`src/cabinet_settings.svh`:
```
`ifndef CABINET_SETTINGS_SVH
`define CABINET_SETTINGS_SVH

// Width of each VGA color channel
`define CAB_VGA_BITS 6

// Width of the audio sample fed to the sigma-delta DAC
`define CAB_DAC_BITS 8

// Overlay bands, counted in rows from the top of the frame
`define CAB_SCORE_ROW_END 32   // First row below the red score band
`define CAB_BASE_ROW_START 184 // First row of the green base band

`endif

```
`src/cab_input_pkg.sv`:
```
`default_nettype none

package cab_input_pkg;

	// Host controller scancodes that map to cabinet buttons
	typedef enum logic [7:0] {
		KEY_START_1P = 8'h05, // F1
		KEY_START_2P = 8'h06, // F2
		KEY_FIRE     = 8'h29, // Space
		KEY_LEFT     = 8'h6B,
		KEY_RIGHT    = 8'h74,
		KEY_COIN     = 8'h76  // Escape
	} key_scancode_t;

	// Bit positions inside a joystick byte, the other bits are not wired
	typedef enum logic [2:0] {
		JOY_RIGHT = 3'd0,
		JOY_LEFT  = 3'd1,
		JOY_FIRE  = 3'd4
	} cab_joy_bit_t;

endpackage

`default_nettype wire

```
`src/cab_video_pkg.sv`:
```
`default_nettype none

package cab_video_pkg;

	// Strength of the dimming applied to odd lines
	typedef enum logic [1:0] {
		SCAN_OFF = 2'd0,
		SCAN_25  = 2'd1,
		SCAN_50  = 2'd2,
		SCAN_75  = 2'd3
	} scanline_level_t;

	// Overlay colors as an {r, g, b} bit triple
	typedef enum logic [2:0] {
		COLOR_BLACK = 3'b000,
		COLOR_GREEN = 3'b010,
		COLOR_RED   = 3'b100,
		COLOR_WHITE = 3'b111
	} overlay_color_t;

endpackage

`default_nettype wire

```
`src/key_decoder.sv`:
```
`default_nettype none

module key_decoder
	import cab_input_pkg::*;
(
	input  logic       clk_sys,
	input  logic       rst_n,
	input  logic       key_strobe,
	input  logic       key_pressed,
	input  logic [7:0] key_code,
	input  logic [7:0] joystick_0,
	input  logic [7:0] joystick_1,
	output logic       move_left,
	output logic       move_right,
	output logic       fire,
	output logic       coin,
	output logic       start_1p,
	output logic       start_2p
);

	logic key_left;
	logic key_right;
	logic key_fire;
	logic key_coin;
	logic key_start_1p;
	logic key_start_2p;

	logic nxt_left;
	logic nxt_right;
	logic nxt_fire;
	logic nxt_coin;
	logic nxt_start_1p;
	logic nxt_start_2p;

	// Next held levels, so a strobe reaches the outputs in one cycle
	always_comb begin
		nxt_left     = key_left;
		nxt_right    = key_right;
		nxt_fire     = key_fire;
		nxt_coin     = key_coin;
		nxt_start_1p = key_start_1p;
		nxt_start_2p = key_start_2p;
		if (key_strobe) begin
			case (key_code)
				KEY_LEFT:     nxt_left     = key_pressed;
				KEY_RIGHT:    nxt_right    = key_pressed;
				KEY_FIRE:     nxt_fire     = key_pressed;
				KEY_COIN:     nxt_coin     = key_pressed;
				KEY_START_1P: nxt_start_1p = key_pressed;
				KEY_START_2P: nxt_start_2p = key_pressed;
				default:      ; // Unknown codes leave every key alone
			endcase
		end
	end

	always_ff @(posedge clk_sys or negedge rst_n) begin
		if (!rst_n) begin
			key_left     <= 1'b0;
			key_right    <= 1'b0;
			key_fire     <= 1'b0;
			key_coin     <= 1'b0;
			key_start_1p <= 1'b0;
			key_start_2p <= 1'b0;
			move_left    <= 1'b0;
			move_right   <= 1'b0;
			fire         <= 1'b0;
			coin         <= 1'b0;
			start_1p     <= 1'b0;
			start_2p     <= 1'b0;
		end else begin
			key_left     <= nxt_left;
			key_right    <= nxt_right;
			key_fire     <= nxt_fire;
			key_coin     <= nxt_coin;
			key_start_1p <= nxt_start_1p;
			key_start_2p <= nxt_start_2p;
			move_left    <= nxt_left | joystick_0[JOY_LEFT] | joystick_1[JOY_LEFT];
			move_right   <= nxt_right | joystick_0[JOY_RIGHT] | joystick_1[JOY_RIGHT];
			fire         <= nxt_fire | joystick_0[JOY_FIRE] | joystick_1[JOY_FIRE];
			coin         <= nxt_coin; // Keyboard only
			start_1p     <= nxt_start_1p;
			start_2p     <= nxt_start_2p;
		end
	end

	// One key event carries one code, so both starts cannot rise together
	a_start_exclusive: assert property (@(posedge clk_sys) disable iff (!rst_n)
		key_strobe |=> !($rose(start_1p) && $rose(start_2p)));

endmodule

`default_nettype wire

```
`src/overlay_colorizer.sv`:
```
`default_nettype none

`include "cabinet_settings.svh"

module overlay_colorizer
	import cab_video_pkg::*;
(
	input  logic clk_sys,
	input  logic rst_n,
	input  logic video,
	input  logic hsync,
	input  logic vsync,
	input  logic overlay_off,
	output logic r,
	output logic g,
	output logic b,
	output logic hs,
	output logic vs
);

	localparam int ROW_BITS = 9;

	logic                hsync_d;
	logic                vsync_d;
	logic                hsync_rise;
	logic                vsync_rise;
	logic [ROW_BITS-1:0] row_cnt;
	overlay_color_t      band_color;
	overlay_color_t      pix_color;

	assign hsync_rise = hsync & ~hsync_d;
	assign vsync_rise = vsync & ~vsync_d;

	// Row counter, the vertical sync wins when both edges meet
	always_ff @(posedge clk_sys or negedge rst_n) begin
		if (!rst_n) begin
			hsync_d <= 1'b0;
			vsync_d <= 1'b0;
			row_cnt <= '0;
		end else begin
			hsync_d <= hsync;
			vsync_d <= vsync;
			if (vsync_rise) begin
				row_cnt <= '0;
			end else if (hsync_rise) begin
				row_cnt <= row_cnt + 1'b1;
			end
		end
	end

	// The cellophane strips cover the score area and the base area
	always_comb begin
		if (overlay_off) begin
			band_color = COLOR_WHITE;
		end else if (row_cnt < `CAB_SCORE_ROW_END) begin
			band_color = COLOR_RED;
		end else if (row_cnt >= `CAB_BASE_ROW_START) begin
			band_color = COLOR_GREEN;
		end else begin
			band_color = COLOR_WHITE;
		end
		pix_color = video ? band_color : COLOR_BLACK;
	end

	always_ff @(posedge clk_sys or negedge rst_n) begin
		if (!rst_n) begin
			r  <= 1'b0;
			g  <= 1'b0;
			b  <= 1'b0;
			hs <= 1'b0;
			vs <= 1'b0;
		end else begin
			r  <= pix_color[2];
			g  <= pix_color[1];
			b  <= pix_color[0];
			hs <= hsync; // Syncs keep step with the pixel
			vs <= vsync;
		end
	end

	// An unlit pixel stays black whatever band it falls in
	a_dark_pixel: assert property (@(posedge clk_sys) disable iff (!rst_n)
		!video |=> !(r || g || b));

endmodule

`default_nettype wire

```
`src/scanline_dimmer.sv`:
```
`default_nettype none

`include "cabinet_settings.svh"

module scanline_dimmer
	import cab_video_pkg::*;
(
	input  logic                     clk_sys,
	input  logic                     rst_n,
	input  logic                     r,
	input  logic                     g,
	input  logic                     b,
	input  logic                     hs,
	input  logic                     vs,
	input  scanline_level_t          scanlines,
	output logic [`CAB_VGA_BITS-1:0] vga_r,
	output logic [`CAB_VGA_BITS-1:0] vga_g,
	output logic [`CAB_VGA_BITS-1:0] vga_b,
	output logic                     vga_hs,
	output logic                     vga_vs
);

	localparam logic [`CAB_VGA_BITS-1:0] LVL_FULL = '1;
	localparam logic [`CAB_VGA_BITS-1:0] LVL_25   = LVL_FULL - (LVL_FULL >> 2); // 48 at 6 bits
	localparam logic [`CAB_VGA_BITS-1:0] LVL_50   = (LVL_FULL >> 1) + 1'b1;
	localparam logic [`CAB_VGA_BITS-1:0] LVL_75   = (LVL_FULL >> 2) + 1'b1;

	logic                     hs_d;
	logic                     vs_d;
	logic                     line_odd;
	logic [`CAB_VGA_BITS-1:0] lit_level;

	// Line parity follows the syncs as they leave the colorizer
	always_ff @(posedge clk_sys or negedge rst_n) begin
		if (!rst_n) begin
			hs_d     <= 1'b0;
			vs_d     <= 1'b0;
			line_odd <= 1'b0;
		end else begin
			hs_d <= hs;
			vs_d <= vs;
			if (vs && !vs_d) begin
				line_odd <= 1'b0;
			end else if (hs && !hs_d) begin
				line_odd <= ~line_odd;
			end
		end
	end

	always_comb begin
		lit_level = LVL_FULL;
		if (line_odd) begin
			case (scanlines)
				SCAN_25: lit_level = LVL_25;
				SCAN_50: lit_level = LVL_50;
				SCAN_75: lit_level = LVL_75;
				default: lit_level = LVL_FULL;
			endcase
		end
	end

	always_ff @(posedge clk_sys or negedge rst_n) begin
		if (!rst_n) begin
			vga_r  <= '0;
			vga_g  <= '0;
			vga_b  <= '0;
			vga_hs <= 1'b0;
			vga_vs <= 1'b0;
		end else begin
			vga_r  <= r ? lit_level : '0;
			vga_g  <= g ? lit_level : '0;
			vga_b  <= b ? lit_level : '0;
			vga_hs <= hs;
			vga_vs <= vs;
		end
	end

	// Dimming never lights a channel whose color bit was clear
	a_channel_source: assert property (@(posedge clk_sys) disable iff (!rst_n)
		((vga_r != '0) |-> $past(r)) and ((vga_g != '0) |-> $past(g))
		and ((vga_b != '0) |-> $past(b)));

endmodule

`default_nettype wire

```
`src/sigma_delta_dac.sv`:
```
`default_nettype none

`include "cabinet_settings.svh"

module sigma_delta_dac (
	input  logic                     clk_sys,
	input  logic                     rst_n,
	input  logic [`CAB_DAC_BITS-1:0] sample,
	output logic                     dac_out
);

	logic [`CAB_DAC_BITS-1:0] acc;
	logic [`CAB_DAC_BITS-1:0] acc_sum;
	logic                     acc_carry;

	// The carry out is the one-bit density of the sample
	assign {acc_carry, acc_sum} = {1'b0, acc} + {1'b0, sample};

	always_ff @(posedge clk_sys or negedge rst_n) begin
		if (!rst_n) begin
			acc     <= '0;
			dac_out <= 1'b0;
		end else begin
			acc     <= acc_sum;
			dac_out <= acc_carry;
		end
	end

	// The pin drives an external RC filter, an X there is a real fault
	a_dac_known: assert property (@(posedge clk_sys) disable iff (!rst_n)
		!$isunknown(dac_out));

endmodule

`default_nettype wire

```
`src/cabinet_top.sv`:
```
`default_nettype none

`include "cabinet_settings.svh"

module cabinet_top
	import cab_video_pkg::*;
(
	input  logic                     clk_sys,
	input  logic                     rst_n,
	input  logic                     key_strobe,
	input  logic                     key_pressed,
	input  logic [7:0]               key_code,
	input  logic [7:0]               joystick_0,
	input  logic [7:0]               joystick_1,
	input  logic                     video,
	input  logic                     hsync,
	input  logic                     vsync,
	input  logic                     overlay_off,
	input  scanline_level_t          scanlines,
	input  logic [`CAB_DAC_BITS-1:0] audio,
	output logic                     move_left,
	output logic                     move_right,
	output logic                     fire,
	output logic                     coin,
	output logic                     start_1p,
	output logic                     start_2p,
	output logic [`CAB_VGA_BITS-1:0] vga_r,
	output logic [`CAB_VGA_BITS-1:0] vga_g,
	output logic [`CAB_VGA_BITS-1:0] vga_b,
	output logic                     vga_hs,
	output logic                     vga_vs,
	output logic                     audio_out
);

	logic col_r;
	logic col_g;
	logic col_b;
	logic col_hs;
	logic col_vs;

	key_decoder key_decoder_i (
		.clk_sys     (clk_sys),
		.rst_n       (rst_n),
		.key_strobe  (key_strobe),
		.key_pressed (key_pressed),
		.key_code    (key_code),
		.joystick_0  (joystick_0),
		.joystick_1  (joystick_1),
		.move_left   (move_left),
		.move_right  (move_right),
		.fire        (fire),
		.coin        (coin),
		.start_1p    (start_1p),
		.start_2p    (start_2p)
	);

	overlay_colorizer overlay_colorizer_i (
		.clk_sys     (clk_sys),
		.rst_n       (rst_n),
		.video       (video),
		.hsync       (hsync),
		.vsync       (vsync),
		.overlay_off (overlay_off),
		.r           (col_r),
		.g           (col_g),
		.b           (col_b),
		.hs          (col_hs),
		.vs          (col_vs)
	);

	scanline_dimmer scanline_dimmer_i (
		.clk_sys   (clk_sys),
		.rst_n     (rst_n),
		.r         (col_r),
		.g         (col_g),
		.b         (col_b),
		.hs        (col_hs),
		.vs        (col_vs),
		.scanlines (scanlines),
		.vga_r     (vga_r),
		.vga_g     (vga_g),
		.vga_b     (vga_b),
		.vga_hs    (vga_hs),
		.vga_vs    (vga_vs)
	);

	sigma_delta_dac sigma_delta_dac_i (
		.clk_sys (clk_sys),
		.rst_n   (rst_n),
		.sample  (audio),
		.dac_out (audio_out)
	);

endmodule

`default_nettype wire

```
`config.mk`:
```
export PLATFORM = sky130hd
export DESIGN_NAME = cabinet_top
export DESIGN_NICKNAME = d
export VERILOG_FILES = /design/src/cab_input_pkg.sv /design/src/cab_video_pkg.sv /design/src/key_decoder.sv /design/src/overlay_colorizer.sv /design/src/scanline_dimmer.sv /design/src/sigma_delta_dac.sv /design/src/cabinet_top.sv
export VERILOG_INCLUDE_DIRS = /design/src
export SDC_FILE = /design/constraint.sdc
export NUM_CORES = 1
export LEC_CHECK = 0
export ABC_AREA = 0
export BUFFER_PORTS_ARGS = -buffer_cell sky130_fd_sc_hd__buf_2
export CORE_MARGIN = 5
export CORE_UTILIZATION = 49
export DETAILED_ROUTE_END_ITERATION = 7
export GPL_TIMING_DRIVEN = 0
export PLACE_DENSITY = 0.89
export SLEW_MARGIN = 20
export SYNTH_ARGS = -nofsm -noshare
export SYNTH_HDL_FRONTEND = slang
export SYNTH_SLANG_ARGS = --single-unit
```
`constraint.sdc`:
```
create_clock -name clk_sys -period 2.3 [get_ports clk_sys]
set_input_delay 0.345 -clock clk_sys [delete_from_list [all_inputs] [get_ports clk_sys]]
set_output_delay 0.345 -clock clk_sys [all_outputs]
set_load 0.1 [all_outputs]
```
==> results.py <==
metrics = {
    "clock_tree": {
        "cts.path.max_buffers": 2,
        "clk_latency_ps": 290,
        "holdBufCountCts": 0,
        "post_cts_resized": 0,
        "postCtsSetupBuffers": 0,
        "clock_sinks": 44,
        "cts_made_buffers": 5,
        "cts-root-buf": "clkbuf_8",
        "clkTransAtPathRegs_ps": 90,
        "cts_tree": "built",
        "cts_max_level": 2,
    },
    "yosys": {
        "yosys_warnings": 0,
        "synth-seq-cells": 44,
        "synthDistinctLibCells": 35,
        "syn_nets": 222,
        "ys_async_sr_fraction_pct": 100,
        "post-synth-top-area-fraction_pct": 55.1,
        "syn_area_sq_um": 2000,
        "synth_most_common_cell": "dfrtp_1",
        "syn_inst": 169,
        "ys_seq_area_share_pct": 55.1,
        "synth_top_flop_cell": "dfrtp_1",
        "synth_common_cells": "dfrtp_1 (44), nor2_1 (12), and2_1 (10), ha_1 (10), buf_4 (9)",
        "avgSynthCellArea_sq_um": 11.8,
        "synth-edff-count": 0,
        "synth_top_area_cell": "dfrtp_1",
        "synth.area.top_cells": "dfrtp_1 (55%), ha_1 (6.3%), xnor2_1 (3.5%), buf_4 (3.4%), and2_1 (3.1%)",
    },
    "die": {
        "fp.dieH_um": 73.9,
        "die-area_sq_um": 5460,
        "core-area_sq_um": 3970,
        "row_count": 23,
        "initial_utilization_pct": 50.3,
        "die_w_um": 73.9,
        "ios": 69,
    },
    "pwr": {
        "cellPowerDensity_nw_per_um2": 966,
        "leakage_nw": 1.24,
        "ir_worst_vdd_v": 0.000545,
    },
    "critical_path": {
        "worstPathBufferInverterCount": 0,
        "arrival_ps": 2080,
        "worst_setup_path_end_kind": "flip-flop",
        "crit_chain": "ha_1, fa_1, a21oi_1, nor2b_1, a311oi_1, o21ai_0",
        "cp_top_family": "compound AO/OA/AOI/OAI gates",
        "cp_slowest_cell": "a311oi_1",
        "worstSetupStartpointType": "flip-flop",
        "critPathRequiredTime_ps": 2460,
        "cp_max_fo": 2,
        "worstSetupPathType": "reg -> reg",
        "max_stage_delay_ps": 420,
    },
    "grt": {
        "track_usage_pct": 13.8,
        "grt_max_degree": 45,
        "overflow": 0,
        "grt_pass1_vias": 1394,
        "grt_antenna_before_repair": 0,
        "grt_first_pass_wirelength_um": 5780,
    },
    "flow_run": {
        "maxCapViolations": 0,
    },
    "drt": {
        "drc": 0,
        "first_pass_iters": 4,
        "totalWireLength_um": 3540,
        "drtAntennaViolNets": 0,
        "vias_per_cell": 4.92,
        "drt_iter0_drc": 25,
        "dr_total_vias": 1402,
        "drt-wirelength-per-cell_um": 12.4,
    },
    "placement": {
        "portBuffers": 58,
        "dp_hpwl_um": 2830,
        "routabilityCongestion": 0.751,
    },
    "timing": {
        "rsz0062_at_grt": "no",
        "hold_viol_final": 0,
        "fin_skew_ps": 11.3,
        "report.final.slew_viol_count": 0,
        "fmax_mhz": 522,
        "max_slew.worst_pin.slew_ps": 938,
        "period_minus_slack_ps": 1920,
        "final.setup.tns_ps": 0,
        "hold_ws_ps": 171,
        "setup_viol": 0,
        "fin_crit_sh_pct": 83.3,
        "slew_headroom_pct": 37.4,
    },
    "finish": {
        "nets": 287,
        "antenna_cells": 0,
        "area_growth_pct": 22.3,
        "layout-drive-gt1-share_pct": 35.3,
    },
    "outcome": {
        "status": "completed",
    },
    "worst_hold_path": {
        "hold_path.class": "in -> reg",
    },
}
-- routing by layer --
metal	global-route usage, %	share of wire (%)	vias to the layer above
met5	0	0	-
met2	24.9	49	42
met4	5.43	1.2	0
met3	3.28	8.3	4
met1	15.6	41	656
li1	-	-	700
-- layout by cell type (no fill, tap or decap), types with 5 or more instances in the layout --
cell type / synthesis / final
buf_2: 0 / 58
dfrtp_1: 44 / 44
nor2_1: 12 / 12
and2_1: 10 / 10
ha_1: 10 / 10
buf_4: 9 / 9
a21oi_1: 8 / 8
nand2_1: 8 / 8
xnor2_1: 8 / 8
o21ai_0: 6 / 6
clkbuf_8: 0 / 6
xor2_1: 5 / 5
nor2b_1: 5 / 5
or3_1: 5 / 5
-- power breakdown --
group,internal (W),leakage (nW),switching [W]
Clock,0.000240,0.0510,0.000245
Sequential,0.000902,0.554,0.0000564
Combinational,0.000298,0.634,0.000619
Total,0.00144,1.24,0.000920
-- final timing paths --
kind	startpoint	end	slack [ps]	depth (start not counted)
max in group asynchronous	rst_n	key_decoder_i.move_left	1510	1
min in group asynchronous	rst_n	sigma_delta_dac_i.acc[6]	200	1
worst max-delay path	sigma_delta_dac_i.acc[0]	sigma_delta_dac_i.dac_out	380	6
worst min register to register	overlay_colorizer_i.hsync_d	scanline_dimmer_i.hs_d	390	0
worst min-delay path	hsync	overlay_colorizer_i.hsync_d	170	1
worst max register to register	sigma_delta_dac_i.acc[0]	sigma_delta_dac_i.dac_out	380	6
-- through the flow --
stage / std cells / utilization, % / area (sq um) / power, W / setup WS, ps
6_report: 285 / 61.6 / 2440 / 0.00236 / 385
5_1_grt: 285 / 61.6 / 2440 / 0.00249 / 229
4_1_cts: 285 / 61.6 / 2440 / 0.00240 / 380
3_5_place_dp: 277 / 59.2 / 2350 / 0.00191 / 296
3_3_place_gp: 277 / 59.2 / 2350 / 0.00186 / 344
2_1_floorplan: 169 / - / 2000 / 0.00172 / 506
-- cells by family after synthesis --
family | Yosys count | synth area share [%]
and+or+nand+nor | 61 | 18.1
DFF | 44 | 55.1
AOI/OAI and AO/OA | 20 | 5.82
buffers and inverters | 14 | 4.32
xor gates and xnor gates | 13 | 5.69
adders and majority gates | 11 | 7.26
muxes | 6 | 3.75
-- layout make-up --
class                   count  area [sq um]
repair buffers             58           290
flip-flops and latches     44          1100
well taps                  50          62.6
clock buffers               6          82.6
multi-input cells         111           812
clock inverters             2          10.0
plain buffers              10          71.3
fillers                   348          1530
inverters                   4          15.0
-- sequential cells by signal, indices dropped and copies added, names as in the netlist, 3 cells and up --
register / flops
overlay_colorizer_i.row_cnt: 9
scanline_dimmer_i.vga_b: 3
scanline_dimmer_i.vga_g: 3
scanline_dimmer_i.vga_r: 3
sigma_delta_dac_i.acc: 8
(Power assumes the default switching activity.)
